$ cat src/hw/memStage_params.svh
`ifndef MEM_STAGE_PARAMS_SVH
`define MEM_STAGE_PARAMS_SVH

// datapath widths of the memory stage
`define MEM_DATA_WIDTH 32
`define MEM_ADDR_WIDTH 32

// unmapped kernel window, kseg0 followed by kseg1
// addresses inside lose their top three bits
`define KSEG_BASE 32'h8000_0000
`define KSEG_END  32'hBFFF_FFFF

`endif
$ cat src/hw/memStagePkg.sv
package memStagePkg;

    // operation carried by one lane
    typedef enum logic [1:0] {
        opNone  = 2'd0,
        opLoad  = 2'd1,
        opStore = 2'd2
    } memOp_e;

    // access width in bytes
    typedef enum logic [1:0] {
        size1 = 2'd0,
        size2 = 2'd1,
        size4 = 2'd2
    } memSize_e;

    // exception kind reported by a lane
    // excPending comes from an earlier stage
    typedef enum logic [1:0] {
        excNone    = 2'd0,
        excPending = 2'd1,
        excAdel    = 2'd2,
        excAdes    = 2'd3
    } excCode_e;

    // bus sequencer in the combiner
    // lane 1 is always served before lane 0
    typedef enum logic [1:0] {
        stIdle  = 2'd0,
        stLane1 = 2'd1,
        stLane0 = 2'd2,
        stDone  = 2'd3
    } busState_e;

endpackage

$ cat src/hw/memStage.sv
`include "memStage_params.svh"

module memStage (
    input  logic                           clk,
    input  logic                           rstN,
    input  logic                           inValid,
    output logic                           inReady,
    input  memStagePkg::memOp_e            op1,
    input  memStagePkg::memSize_e          size1,
    input  logic [`MEM_ADDR_WIDTH-1:0]     vaddr1,
    input  logic [`MEM_DATA_WIDTH-1:0]     storeData1,
    input  logic                           excIn1,
    input  memStagePkg::memOp_e            op0,
    input  memStagePkg::memSize_e          size0,
    input  logic [`MEM_ADDR_WIDTH-1:0]     vaddr0,
    input  logic [`MEM_DATA_WIDTH-1:0]     storeData0,
    input  logic                           excIn0,
    output logic [`MEM_DATA_WIDTH-1:0]     loadData1,
    output logic [`MEM_DATA_WIDTH-1:0]     loadData0,
    output logic                           outValid,
    output logic                           excValid,
    output logic                           excLane,
    output memStagePkg::excCode_e          excCode,
    output logic [`MEM_ADDR_WIDTH-1:0]     badVaddr,
    output logic [`MEM_ADDR_WIDTH-1:0]     awaddr,
    output logic                           awvalid,
    input  logic                           awready,
    output logic [`MEM_DATA_WIDTH-1:0]     wdata,
    output logic [3:0]                     wstrb,
    output logic                           wvalid,
    input  logic                           wready,
    input  logic [1:0]                     bresp,
    input  logic                           bvalid,
    output logic                           bready,
    output logic [`MEM_ADDR_WIDTH-1:0]     araddr,
    output logic                           arvalid,
    input  logic                           arready,
    input  logic [`MEM_DATA_WIDTH-1:0]     rdata,
    input  logic [1:0]                     rresp,
    input  logic                           rvalid,
    output logic                           rready
);

    logic                       lane1DoAccess, lane0DoAccess;
    logic                       lane1IsWrite, lane0IsWrite;
    logic [`MEM_ADDR_WIDTH-1:0] lane1Paddr, lane0Paddr;
    logic [`MEM_DATA_WIDTH-1:0] lane1Wdata, lane0Wdata;
    logic [`MEM_DATA_WIDTH-1:0] lane1Rdata, lane0Rdata;
    logic [3:0]                 lane1Strobe, lane0Strobe;
    memStagePkg::excCode_e      lane1Fault, lane0Fault;

    // older instruction, served first on the bus
    // lane inputs stay on the ports until outValid for load extraction
    memLane lane1Unit (
        .op(op1), .size(size1), .vaddr(vaddr1), .storeData(storeData1), .excIn(excIn1),
        .rdata(lane1Rdata), .doAccess(lane1DoAccess), .isWrite(lane1IsWrite),
        .paddr(lane1Paddr), .wdata(lane1Wdata), .strobe(lane1Strobe),
        .fault(lane1Fault), .loadData(loadData1)
    );

    memLane lane0Unit (
        .op(op0), .size(size0), .vaddr(vaddr0), .storeData(storeData0), .excIn(excIn0),
        .rdata(lane0Rdata), .doAccess(lane0DoAccess), .isWrite(lane0IsWrite),
        .paddr(lane0Paddr), .wdata(lane0Wdata), .strobe(lane0Strobe),
        .fault(lane0Fault), .loadData(loadData0)
    );

    laneCombiner combinerUnit (
        .clk(clk), .rstN(rstN), .inValid(inValid), .inReady(inReady),
        .doAccess1(lane1DoAccess), .doAccess0(lane0DoAccess),
        .isWrite1(lane1IsWrite), .isWrite0(lane0IsWrite),
        .paddr1(lane1Paddr), .paddr0(lane0Paddr),
        .wdata1(lane1Wdata), .wdata0(lane0Wdata),
        .strobe1(lane1Strobe), .strobe0(lane0Strobe),
        .fault1(lane1Fault), .fault0(lane0Fault),
        .vaddr1(vaddr1), .vaddr0(vaddr0),
        .rdata1(lane1Rdata), .rdata0(lane0Rdata),
        .outValid(outValid), .excValid(excValid), .excLane(excLane),
        .excCode(excCode), .badVaddr(badVaddr),
        .awaddr(awaddr), .awvalid(awvalid), .awready(awready),
        .wdata(wdata), .wstrb(wstrb), .wvalid(wvalid), .wready(wready),
        .bresp(bresp), .bvalid(bvalid), .bready(bready),
        .araddr(araddr), .arvalid(arvalid), .arready(arready),
        .rdata(rdata), .rresp(rresp), .rvalid(rvalid), .rready(rready)
    );

endmodule

$ cat src/hw/laneCombiner.sv
`include "memStage_params.svh"

module laneCombiner (
    input  logic                           clk,
    input  logic                           rstN,
    input  logic                           inValid,
    output logic                           inReady,
    input  logic                           doAccess1,
    input  logic                           doAccess0,
    input  logic                           isWrite1,
    input  logic                           isWrite0,
    input  logic [`MEM_ADDR_WIDTH-1:0]     paddr1,
    input  logic [`MEM_ADDR_WIDTH-1:0]     paddr0,
    input  logic [`MEM_DATA_WIDTH-1:0]     wdata1,
    input  logic [`MEM_DATA_WIDTH-1:0]     wdata0,
    input  logic [3:0]                     strobe1,
    input  logic [3:0]                     strobe0,
    input  memStagePkg::excCode_e          fault1,
    input  memStagePkg::excCode_e          fault0,
    input  logic [`MEM_ADDR_WIDTH-1:0]     vaddr1,
    input  logic [`MEM_ADDR_WIDTH-1:0]     vaddr0,
    output logic [`MEM_DATA_WIDTH-1:0]     rdata1,
    output logic [`MEM_DATA_WIDTH-1:0]     rdata0,
    output logic                           outValid,
    output logic                           excValid,
    output logic                           excLane,
    output memStagePkg::excCode_e          excCode,
    output logic [`MEM_ADDR_WIDTH-1:0]     badVaddr,
    output logic [`MEM_ADDR_WIDTH-1:0]     awaddr,
    output logic                           awvalid,
    input  logic                           awready,
    output logic [`MEM_DATA_WIDTH-1:0]     wdata,
    output logic [3:0]                     wstrb,
    output logic                           wvalid,
    input  logic                           wready,
    input  logic [1:0]                     bresp,
    input  logic                           bvalid,
    output logic                           bready,
    output logic [`MEM_ADDR_WIDTH-1:0]     araddr,
    output logic                           arvalid,
    input  logic                           arready,
    input  logic [`MEM_DATA_WIDTH-1:0]     rdata,
    input  logic [1:0]                     rresp,
    input  logic                           rvalid,
    output logic                           rready
);

    memStagePkg::busState_e     state, stateNext;
    logic                       accept;
    logic                       fault1Hit;
    logic                       inAccess;
    logic                       curWrite;
    logic                       respDone;
    logic                       startAccess;
    logic                       nextWrite;
    logic                       acc0Q, wr1Q, wr0Q;
    logic                       awvalidQ, wvalidQ, arvalidQ;
    logic                       excValidQ, excLaneQ;
    memStagePkg::excCode_e      excCodeQ;
    logic [`MEM_ADDR_WIDTH-1:0] paddr1Q, paddr0Q, badVaddrQ;
    logic [`MEM_DATA_WIDTH-1:0] wdata1Q, wdata0Q, rdata1Q, rdata0Q;
    logic [3:0]                 strobe1Q, strobe0Q;

    assign inReady = (state == memStagePkg::stIdle);
    assign accept = inReady && inValid;
    assign fault1Hit = (fault1 != memStagePkg::excNone);

    assign inAccess = (state == memStagePkg::stLane1) || (state == memStagePkg::stLane0);
    assign curWrite = (state == memStagePkg::stLane0) ? wr0Q : wr1Q;
    // bresp and rresp are not checked
    assign respDone = (bvalid && bready) || (rvalid && rready);

    always_comb begin
        stateNext = state;
        case (state)
            memStagePkg::stIdle: begin
                if (inValid) begin
                    if (doAccess1) begin
                        stateNext = memStagePkg::stLane1;
                    end else if (doAccess0 && !fault1Hit) begin
                        stateNext = memStagePkg::stLane0;
                    end else begin
                        stateNext = memStagePkg::stDone;
                    end
                end
            end
            memStagePkg::stLane1: begin
                if (respDone) begin
                    stateNext = acc0Q ? memStagePkg::stLane0 : memStagePkg::stDone;
                end
            end
            memStagePkg::stLane0: begin
                if (respDone) begin
                    stateNext = memStagePkg::stDone;
                end
            end
            default: begin
                stateNext = memStagePkg::stIdle;
            end
        endcase
    end

    // a new access starts whenever a lane state is entered
    assign startAccess = (stateNext != state) &&
                         ((stateNext == memStagePkg::stLane1) ||
                          (stateNext == memStagePkg::stLane0));
    assign nextWrite = (state == memStagePkg::stIdle) ?
                       ((stateNext == memStagePkg::stLane1) ? isWrite1 : isWrite0) : wr0Q;

    always_ff @(posedge clk or negedge rstN) begin
        if (!rstN) begin
            state <= memStagePkg::stIdle;
            acc0Q <= 1'b0;
            wr1Q <= 1'b0;
            wr0Q <= 1'b0;
            awvalidQ <= 1'b0;
            wvalidQ <= 1'b0;
            arvalidQ <= 1'b0;
            excValidQ <= 1'b0;
        end else begin
            state <= stateNext;
            if (accept) begin
                // older lane fault kills the younger access
                acc0Q <= doAccess0 && !fault1Hit;
                wr1Q <= isWrite1;
                wr0Q <= isWrite0;
                excValidQ <= fault1Hit || (fault0 != memStagePkg::excNone);
            end
            if (startAccess) begin
                awvalidQ <= nextWrite;
                wvalidQ <= nextWrite;
                arvalidQ <= !nextWrite;
            end else begin
                // each channel drops on its own handshake
                if (awready) begin
                    awvalidQ <= 1'b0;
                end
                if (wready) begin
                    wvalidQ <= 1'b0;
                end
                if (arready) begin
                    arvalidQ <= 1'b0;
                end
            end
        end
    end

    always_ff @(posedge clk) begin
        if (accept) begin
            paddr1Q <= paddr1;
            paddr0Q <= paddr0;
            wdata1Q <= wdata1;
            wdata0Q <= wdata0;
            strobe1Q <= strobe1;
            strobe0Q <= strobe0;
            rdata1Q <= '0;
            rdata0Q <= '0;
            excLaneQ <= fault1Hit;
            excCodeQ <= fault1Hit ? fault1 : fault0;
            badVaddrQ <= fault1Hit ? vaddr1 : vaddr0;
        end else if (rvalid && rready) begin
            if (state == memStagePkg::stLane1) begin
                rdata1Q <= rdata;
            end else begin
                rdata0Q <= rdata;
            end
        end
    end

    // bus request follows the lane being served
    assign awaddr = (state == memStagePkg::stLane0) ? paddr0Q : paddr1Q;
    assign araddr = awaddr;
    assign wdata = (state == memStagePkg::stLane0) ? wdata0Q : wdata1Q;
    assign wstrb = (state == memStagePkg::stLane0) ? strobe0Q : strobe1Q;
    assign awvalid = awvalidQ;
    assign wvalid = wvalidQ;
    assign arvalid = arvalidQ;
    assign bready = inAccess && curWrite && !awvalidQ && !wvalidQ;
    assign rready = inAccess && !curWrite && !arvalidQ;

    assign outValid = (state == memStagePkg::stDone);
    assign excValid = outValid && excValidQ;
    assign excLane = excLaneQ;
    assign excCode = excCodeQ;
    assign badVaddr = badVaddrQ;
    assign rdata1 = rdata1Q;
    assign rdata0 = rdata0Q;

endmodule

$ cat src/hw/memLane.sv
`include "memStage_params.svh"

module memLane (
    input  memStagePkg::memOp_e            op,
    input  memStagePkg::memSize_e          size,
    input  logic [`MEM_ADDR_WIDTH-1:0]     vaddr,
    input  logic [`MEM_DATA_WIDTH-1:0]     storeData,
    input  logic                           excIn,
    input  logic [`MEM_DATA_WIDTH-1:0]     rdata,
    output logic                           doAccess,
    output logic                           isWrite,
    output logic [`MEM_ADDR_WIDTH-1:0]     paddr,
    output logic [`MEM_DATA_WIDTH-1:0]     wdata,
    output logic [3:0]                     strobe,
    output memStagePkg::excCode_e          fault,
    output logic [`MEM_DATA_WIDTH-1:0]     loadData
);

    logic                       inKseg;
    logic [1:0]                 offset;
    logic                       misaligned;
    logic                       isLoad;
    logic [`MEM_DATA_WIDTH-1:0] shifted;

    assign offset = vaddr[1:0];
    assign isLoad = (op == memStagePkg::opLoad);
    assign isWrite = (op == memStagePkg::opStore);

    // kseg0 and kseg1 are direct mapped
    assign inKseg = (vaddr >= `KSEG_BASE) && (vaddr <= `KSEG_END);
    assign paddr = inKseg ? {3'b000, vaddr[`MEM_ADDR_WIDTH-4:0]} : vaddr;

    // store data replicated so every byte lane sees it
    always_comb begin
        wdata = storeData;
        strobe = 4'b0000;
        misaligned = 1'b0;
        case (size)
            memStagePkg::size1: begin
                wdata = {4{storeData[7:0]}};
                strobe = 4'b0001 << offset;
            end
            memStagePkg::size2: begin
                wdata = {2{storeData[15:0]}};
                strobe = offset[1] ? 4'b1100 : 4'b0011;
                misaligned = offset[0];
            end
            memStagePkg::size4: begin
                wdata = storeData;
                strobe = 4'b1111;
                misaligned = (offset != 2'b00);
            end
            default: begin
                wdata = storeData;
                strobe = 4'b0000;
                misaligned = 1'b0;
            end
        endcase
    end

    // pending exception wins over address errors
    always_comb begin
        fault = memStagePkg::excNone;
        if (excIn) begin
            fault = memStagePkg::excPending;
        end else if (misaligned && isLoad) begin
            fault = memStagePkg::excAdel;
        end else if (misaligned && isWrite) begin
            fault = memStagePkg::excAdes;
        end
    end

    assign doAccess = (isLoad || isWrite) && (fault == memStagePkg::excNone);

    // bring the addressed bytes down to bit 0
    assign shifted = rdata >> {offset, 3'b000};

    always_comb begin
        case (size)
            memStagePkg::size1: begin
                loadData = {{(`MEM_DATA_WIDTH-8){1'b0}}, shifted[7:0]};
            end
            memStagePkg::size2: begin
                loadData = {{(`MEM_DATA_WIDTH-16){1'b0}}, shifted[15:0]};
            end
            memStagePkg::size4: begin
                loadData = shifted;
            end
            default: begin
                loadData = '0;
            end
        endcase
    end

endmodule

$ cat config.mk
export PLATFORM = sky130hd
export DESIGN_NAME = memStage
export DESIGN_NICKNAME = d
export VERILOG_FILES = /design/src/hw/memStagePkg.sv /design/src/hw/memStage.sv /design/src/hw/laneCombiner.sv /design/src/hw/memLane.sv
export VERILOG_INCLUDE_DIRS = /design/src /design/src/hw
export SDC_FILE = /design/constraint.sdc
export NUM_CORES = 1
export LEC_CHECK = 0
export BUFFER_PORTS_ARGS = -buffer_cell sky130_fd_sc_hd__buf_4
export CORE_ASPECT_RATIO = 0.8
export CORE_MARGIN = 4
export CORE_UTILIZATION = 56
export DETAILED_ROUTE_END_ITERATION = 8
export PLACE_DENSITY = 0.95
export SYNTH_ARGS = -nofsm -noshare
export SYNTH_HDL_FRONTEND = slang
export SYNTH_HIERARCHICAL = 1
export SYNTH_SLANG_ARGS = --single-unit
$ cat constraint.sdc
create_clock -name clk -period 20.6 [get_ports clk]
set_clock_uncertainty 0.05 [all_clocks]
set_input_delay 1.03 -clock clk [delete_from_list [all_inputs] [get_ports clk]]
set_output_delay 1.03 -clock clk [all_outputs]
set_load 0.02 [all_outputs]
Word-level counts from Yosys, hierarchy flattened --
Cells that the tools add are included.
Operators by class: $lt $le $gt $ge 4, equality and inequality tests 14, shift operators 4, mux-type cells 37, bitwise operators 1, reductions and logical operators 45
Operator list (count):
- case mux 32 bit (3 select lines) | 2
- case mux 32 bit (2 select lines) | 2
- two-way mux 32 bit | 3
- greater-or-equal comparator 32 bit, second input constant | 2
- less-or-equal comparator 32 bit, second input constant | 2
- >> shifter 32 x 5 -> 32 bit | 2
- case mux 4 bit (3 select lines) | 2
- two-way mux 2 bit | 11
- logical AND 1 bit | 19
- equality test 2 bit, second input constant | 7
- nonzero test 2 bit | 7
- equality test 2 x 1 -> 1 bit, second input constant | 6
- two-way mux 4 bit | 3
- two-way mux 1 bit | 11
- logical NOT 2 bit | 5
- left shift 1 x 2 -> 4 bit, first input constant | 2
- logical NOT 1 bit | 6
- logical OR 1 bit | 6
- case mux 2 bit (3 select lines) | 1
- case mux 1 bit (2 select lines) | 2
- AND reduction 2 bit | 2
- inequality test 2 bit | 1
- NOT 1 bit | 1
Word-level totals: register bits 244, input bits 182, output and inout bits 207, word-level logic and storage cells 126

Logic depth before layout (Yosys ltp) --
Gate-level depths: netlist of the first run.
depth after elaboration 18, mapped depth 14

By module --
Netlist of the first run, hierarchy kept.
Modules (own cells, without submodules):
- laneCombiner | instances 1, cells an instance 683, area an instance 9487.8 um2, seq. area each 6641.4 um2
- memLane | instances 2, cells an instance 219, area an instance 1428.9 um2, seq. area each 0.0 um2

Worst setup path before layout of the first run --
No wires, ideal clock.
path kind flip-flop to flip-flop, start register combinerUnit.state[0], end register combinerUnit.badVaddrQ[0] (netlist: combinerUnit/badVaddr[0]), enable pin, library setup time 0.603 ns, arrival time 6.110 ns, data required time 19.947 ns, slack 13.837 ns, cell stages (with the launch flop) 7, buffers on the path 2, period minus slack after synthesis 6.763 ns, cells stage by stage dfrtp_1 -> inv_1 -> ha_1 -> buf_2 -> nand2_1 -> inv_2 -> clkbuf_1
Between the ends: longest elaborated chain between the ends 2
RTL lines:
- start: declaration | line laneCombiner.sv:48 | memStagePkg::busState_e state, stateNext;
- start signal: assignment | line laneCombiner.sv:112 | state <= memStagePkg::stIdle;
- start signal: assignment | line laneCombiner.sv:121 | state <= stateNext;
- logical NOT 2 bit | line laneCombiner.sv:64 | assign inReady = (state == memStagePkg::stIdle);
- named net inReady | line memStage.sv:7 | output logic inReady,
- logical AND 1 bit | line laneCombiner.sv:65 | assign accept = inReady && inValid;
- named net combinerUnit.accept | line laneCombiner.sv:49 | logic accept;
- end signal: assignment | line laneCombiner.sv:160 | badVaddrQ <= fault1Hit ? vaddr1 : vaddr0;
- end: declaration | line laneCombiner.sv:60 | logic [`MEM_ADDR_WIDTH-1:0] paddr1Q, paddr0Q, badVaddrQ;
The timed path passes the listed nets, and every way through them passes these cells. A chain may end at the register's enable or synchronous reset.

Final worst setup path of the first run --
start input port size1[1], end register combinerUnit.arvalidQ (netlist: combinerUnit/arvalid)
Between the ends: longest elaborated chain between the ends 18, elaborated cells between the ends (all ways) 27
RTL lines:
- start: declaration | line memStage.sv:9 | input memStagePkg::memSize_e size1,
- equality test 2 bit or equality test 2 x 1 -> 1 bit (tied branches) | line memLane.sv:38 | case (size)
- case mux 1 bit (2 select lines) (*) | line memLane.sv:38
- logical AND 1 bit | line memLane.sv:68 | end else if (misaligned && isWrite) begin
- two-way mux 2 bit | line memLane.sv:68
- two-way mux 2 bit (*) | line memLane.sv:66 | end else if (misaligned && isLoad) begin
- two-way mux 2 bit (*) | line memLane.sv:64 | if (excIn) begin
- named net lane1Fault[1] | line memStage.sv:50 | memStagePkg::excCode_e lane1Fault, lane0Fault;
- nonzero test 2 bit | line laneCombiner.sv:66 | assign fault1Hit = (fault1 != memStagePkg::excNone);
- [... 4 more ...]
- two-way mux 2 bit (*) | line laneCombiner.sv:77 | if (inValid) begin
- case mux 2 bit (3 select lines) (*) | line laneCombiner.sv:75 | case (state)
- named net combinerUnit.stateNext[0] | line laneCombiner.sv:48
- equality test 2 x 1 -> 1 bit | line laneCombiner.sv:105, laneCombiner.sv:108
- two-way mux 1 bit | line laneCombiner.sv:108 | ((stateNext == memStagePkg::stLane1) ? isWrite1 : isWrite0) : wr0Q;
- two-way mux 1 bit | line laneCombiner.sv:107 | assign nextWrite = (state == memStagePkg::stIdle) ?
- logical NOT 1 bit | line laneCombiner.sv:132 | arvalidQ <= !nextWrite;
- two-way mux 1 bit | line laneCombiner.sv:129 | if (startAccess) begin
- end signal: assignment | line laneCombiner.sv:132
- end: declaration | line laneCombiner.sv:57 | logic awvalidQ, wvalidQ, arvalidQ;
Mark *: on every way through the listed nets, which the timed path passes. The rest lies on a longest branch.

==> impl_metrics.ini, run 1 <==
[status]
status = finished clean

[synth]
synth-compound-area-share_pct = 10.25
syn_nets = 1320
synth_top_family_by_area = multiplexers
syn_area_per_cell_um2 = 11.01
ys.flop_type = edfxtp_1
synthMuxAreaShare_pct = 13.19
synthAdderAreaFrac_pct = 1.723
synthArstFlopShare_pct = 3.689
synth_edf_count = 171
ys_ff_latch = 244
syn_area_um2 = 12350
yosysWarnings = 6
ys_seq_area_share_pct = 53.80
synth_cell_types = 52
synth_xor_area_share_pct = 0
syn_inst = 1121
synthSimpleGateAreaFrac_pct = 11.61

[global_routing]
use_met2_pct = 49.98
grt_max_degree = 159
grt-ovfl-total = 0
grt-busiest-layer = met2
grt_pass1_wl_um = 54470
track_usage_pct = 27.93
grt_pass1_vias = 9688
gr-usage-met1_pct = 33.89
met3_usage_pct = 6.354
antenna_found_initial = 1

[setup_path]
critPathMaxFanout = 15
crit_path_end_kind = flop
worstPathArrival_ns = 4.97
cp.required_ns = 20.95
critical_path_class = in -> reg
cp-start-kind = primary input

[floorplan]
num_rows = 48
die_area_um2 = 24500
die_y_um = 140.8
fp.dieW_um = 174.0
initial_core_util_pct = 57.10
ios = 389
core_area_um2 = 21620

[layout]
areaGrowthSynthToFinish_pct = 24.94
fin_nets = 1571
drive_above_1_share_pct = 40.55
final_common_cell = buf_4
final_cell_mix = buf_4, nand2_1, edfxtp_1

[sta]
slew_viol_final = 0
fin_crit_ns = 4.617
hold_viol = 0
whs_ns = 0.2716
fin_crit_sh_pct = 22.41
setup_violations = 0
tightestPinTransition_ns = 1.162
rsz0062_at_grt = false
finalSetupTns_ns = 0
fmax_mhz = 216.6
slew_headroom_pct = 22.31

[cts]
clock-root-buffer = clkbuf_16
numCtsBuffers = 25
cts_setup_buffers = 0
clock_latency_ns = 0.52
htree_levels = 1
cts_sinks = 244
clkTransAtPathRegs_ns = 0.07
cts.repair.resized = 0
cts_tree = done
hold_buffers = 0
clockBufferDepth = 3

[placement]
io_buffers = 384
hpwlAfterDp_um = 26010
gp_congestion = 0.9140

[route]
drc_errors = 0
viasPerCell = 5.767
wl_um = 36360
wl_per_cell_um = 21.81
drt_iter0_markers = 951
antenna_left = 0
routed-via-count = 9613
drt-pass1-iter-count = 5

[run]
drv_cap = 0

[pwr]
p_leak_uw = 0.006362
max-vdd-ir-drop_uv = 81.19
power_uw = 2007
power.density_nw_per_um2 = 130.1

[worst_hold_path]
hp-class = in -> async
state kept, by name, summed over array words and instances, names as in the netlist, 32 cells and up:
signal,cells
combinerUnit/badVaddr,32
combinerUnit/paddr0Q,32
combinerUnit/paddr1Q,32
combinerUnit/rdata0,32
combinerUnit/rdata1,32
combinerUnit/wdata0Q,32
combinerUnit/wdata1Q,32
cell usage after synthesis, types with 17 or more instances:
library cell / number / share of area, %
mux2_2: 122 / 11
clkbuf_1: 36 / 1.1
and2_1: 20 / 1.0
a211oi_1: 34 / 2.1
buf_4: 110 / 6.7
dfxtp_1: 64 / 10
edfxtp_1: 171 / 42
inv_1: 22 / 0.67
nor2b_1: 23 / 1.2
a21oi_1: 92 / 3.7
mux2i_1: 21 / 1.7
o21ai_0: 19 / 0.77
ha_1: 17 / 1.7
nand2_1: 225 / 6.8
nor2_1: 29 / 0.88
stage by stage:
step | utilization (%) | setup slack [ns] | cell area, µm² | cells
floorplan | - | 13.84 | 12350 | 1121
global placement | 67.43 | 15.58 | 14580 | 1620
detailed placement | 67.43 | 15.54 | 14580 | 1620
CTS | 71.33 | 16.06 | 15420 | 1666
global route | 71.34 | 15.74 | 15420 | 1667
finish | 71.34 | 15.98 | 15420 | 1667
critical path, cell delays in order:
cell and delay (ns):
buf_4 0.16, inv_1 0.22, ha_1 0.64, o21ai_0 0.30
a21oi_1 0.23, nor2b_1 0.40, nor4b_4 0.10, o22ai_1 0.19
a21oi_1 0.06, a21oi_1 0.26, ha_1 0.30, a2111o_1 0.41
o221ai_2 0.31, mux2_4 0.34
path summary, 6_finish.rpt:
| check | start | to | slack, ns | depth (start not counted) |
|---|---|---|---|---|
| min in group clk | combinerUnit/rdata0[4] | combinerUnit/rdata0[4] | 0.40 | 2 |
| hold / removal | rstN | combinerUnit/wr1Q | 0.27 | 1 |
| setup / recovery | size1[1] | combinerUnit/arvalid | 15.98 | 14 |
| max in group asynchronous | rstN | combinerUnit/wr0Q | 20.08 | 1 |
| hold reg to reg | combinerUnit/rdata0[4] | combinerUnit/rdata0[4] | 0.40 | 2 |
| setup reg to reg | combinerUnit/state[0] | combinerUnit/arvalid | 16.89 | 11 |
where the power goes:
group,switching [µW],total (µW),internal [µW],leakage (µW)
logic,480,817,337,0.00371
clock network,192,469,277,0.000423
registers,58.1,722,664,0.00223
cells by family (layout without fill, tap and decap cells):
logic type	Yosys count	in the layout
flip-flops	244	244
other	0	1
buffers and inverters	191	461
multiplexers	146	146
AND/OR/NAND/NOR	322	322
AO/OA/AOI/OAI	201	201
adder cells (fa/ha/maj)	17	17
routing by layer:
metal  routed length (µm)  share of wire [%]  up-vias
met5                    0                  0        -
met4                 1142                3.1        0
met2                18610                 51      550
met1                13240                 36     4633
li1                     -                  -     4358
met3                 3365                9.3       72
cell type report:
cell class	count	area, µm²
Clock buffer	32	695.7
Multi-Input combinational cell	686	4564
Sequential cell	244	6641
Timing Repair Buffer	390	2928
Fill cell	1523	6196
Clock inverter	14	147.6
Tap cell	275	344.1
Antenna cell	1	2.502
Inverter	25	101.3
Note: power is estimated with default switching activity, not from simulation.
==> run 2: changes to the inputs <==
CORE_UTILIZATION = 47   (was 56)
PLACE_DENSITY = 0.89   (was 0.95)
clock period = 4.1 ns   (was 20.6 ns; I/O delays follow)
==> run 2 against run 1 <==
Against the previous run: global-route usage increased by 0.15 points; die area rose by 18%; critical path depth fell by 3; sequential share of layout area down 4.9 points; cell count up 16%; largest cell class unchanged.
==> impl_metrics.ini, run 2 (synthesis gave the netlist of run 1 again) <==
[setup_path]
r2r_slack_ns = 0.66
worstPathArrival_ns = 3.80
crit_path_end_kind = flop
path_buf_inv = 1
crit_chain = inv_1 -> ha_4 -> mux2_4 -> mux2i_2 -> nand2_1 -> o211ai_1 -> a21oi_1 -> ha_1 -> a2111o_1 -> o221ai_2 -> mux2_4
critical-path-top-delay-family = multiplexers
critical_path_class = reg -> reg
critPathMaxFanout = 8
cp-start-kind = flop
critical_path.slowest_cell = dfrtp_1
cp.required_ns = 4.47
slowest_delay_ns = 0.47
crit_path_frequent_cell = mux2_4

[cts]
clkTransAtPathRegs_ns = 0.07
clock-root-buffer = clkbuf_16
clockBufferDepth = 3
cts_sinks = 244
cts_tree = done
numCtsBuffers = 27
cts.repair.resized = 0
clock_latency_ns = 0.53
htree_levels = 1
hold_buffers = 175
cts_setup_buffers = 0

[sta]
hold_viol = 0
fmax_mhz = 291.1
setup_violations = 0
slew_headroom_pct = 26.06
tightestPinTransition_ns = 1.106
rsz0062_at_grt = false
fin_crit_sh_pct = 83.79
slew_viol_final = 0
fin_crit_ns = 3.435
finalSetupTns_ns = 0
setup_ws_ns = 0.6646

[floorplan]
die_area_um2 = 28940
initial_core_util_pct = 48.28
fp.dieW_um = 189.2
num_rows = 52
core_area_um2 = 25570
ios = 389
die_y_um = 153.0

[layout]
fillers = 1750
post-route-util_pct = 68.00
drive_above_1_share_pct = 36.33
seq_area_um2 = 6641
final_cell_mix = buf_4, nand2_1, dlygate4sd3_1
multi_input_area_um2 = 4564
final_common_cell = buf_4
fin_cells = 1932
fin_nets = 1759
areaGrowthSynthToFinish_pct = 40.83

[worst_hold_path]
hp-class = in -> reg

[placement]
hpwlAfterDp_um = 27880
gp_congestion = 0.9441
dp_cells = 1707
io_buffers = 384
post-place-ws_ns = 0.4636

[route]
drc_errors = 0
wl_met3_um = 3515
highest_layer = met4
wl_per_cell_um = 22.28
drt-pass1-iter-count = 5
drt_iter0_markers = 1126
wl_um = 43040
wl_met2_um = 21720
viasPerCell = 5.465
routed-via-count = 10560
drt-met1-wl_um = 16110
antenna_left = 0

[global_routing]
track_usage_pct = 28.08
antenna_found_initial = 1
grt_pass1_vias = 10870
grt-ovfl-total = 0
grt_max_degree = 102
grt_pass1_wl_um = 64060

[pwr]
power.density_nw_per_um2 = 597.0
p_leak_uw = 0.007152
max-vdd-ir-drop_uv = 371.7

[status]
status = finished clean

[run]
drv_cap = 0
[run 2: worst paths after layout]
path                                        startpoint                endpoint  depth (start not counted)
worst max-delay path             combinerUnit/state[0]    combinerUnit/arvalid                         11
worst min-delay path                           arready    combinerUnit/arvalid                          3
worst max register to register   combinerUnit/state[0]    combinerUnit/arvalid                         11
worst min register to register  combinerUnit/rdata0[3]  combinerUnit/rdata0[3]                          2
max in group asynchronous                         rstN   combinerUnit/state[1]                          3
min in group asynchronous                         rstN       combinerUnit/wr0Q                          3
[run 2: routing by layer]
metal  vias up  GRT usage [%]
met1      5093          33.64
met3       105          5.381
li1       4728              -
met4         0          9.781
met5         -              0
met2       633          50.61
[run 2: worst min-delay path, cell delays in order]
cell,delay [ns]
buf_4,0.11
nor2b_1,0.11
mux2_4,0.15
[run 2: power by group]
group          internal [µW]  switching, µW  leakage, µW
Clock                   1360            998     0.000418
Sequential              3320            307      0.00223
Combinational           1850           2540      0.00450
Total                   6540           3840      0.00715
[run 2: through the flow]
stage,cell area [µm²],hold WS (ns),power (µW)
2_1_floorplan,12350,-0.1406,6378
3_3_place_gp,14770,-0.01209,7709
3_5_place_dp,14770,-0.01082,7823
4_1_cts,17380,0.002798,10350
5_1_grt,17390,0.03241,10820
6_report,17390,0.02414,10380
[run 2: layout make-up]
type | count | share of cell area (%)
multi-input combinational | 686 | 26.25
antenna | 1 | 0.01439
timing repair buffer | 576 | 27.46
sequential | 244 | 38.20
inverter | 25 | 0.5829
tap | 351 | 2.526
clock inverter | 9 | 0.3238
clock buffer | 40 | 4.642
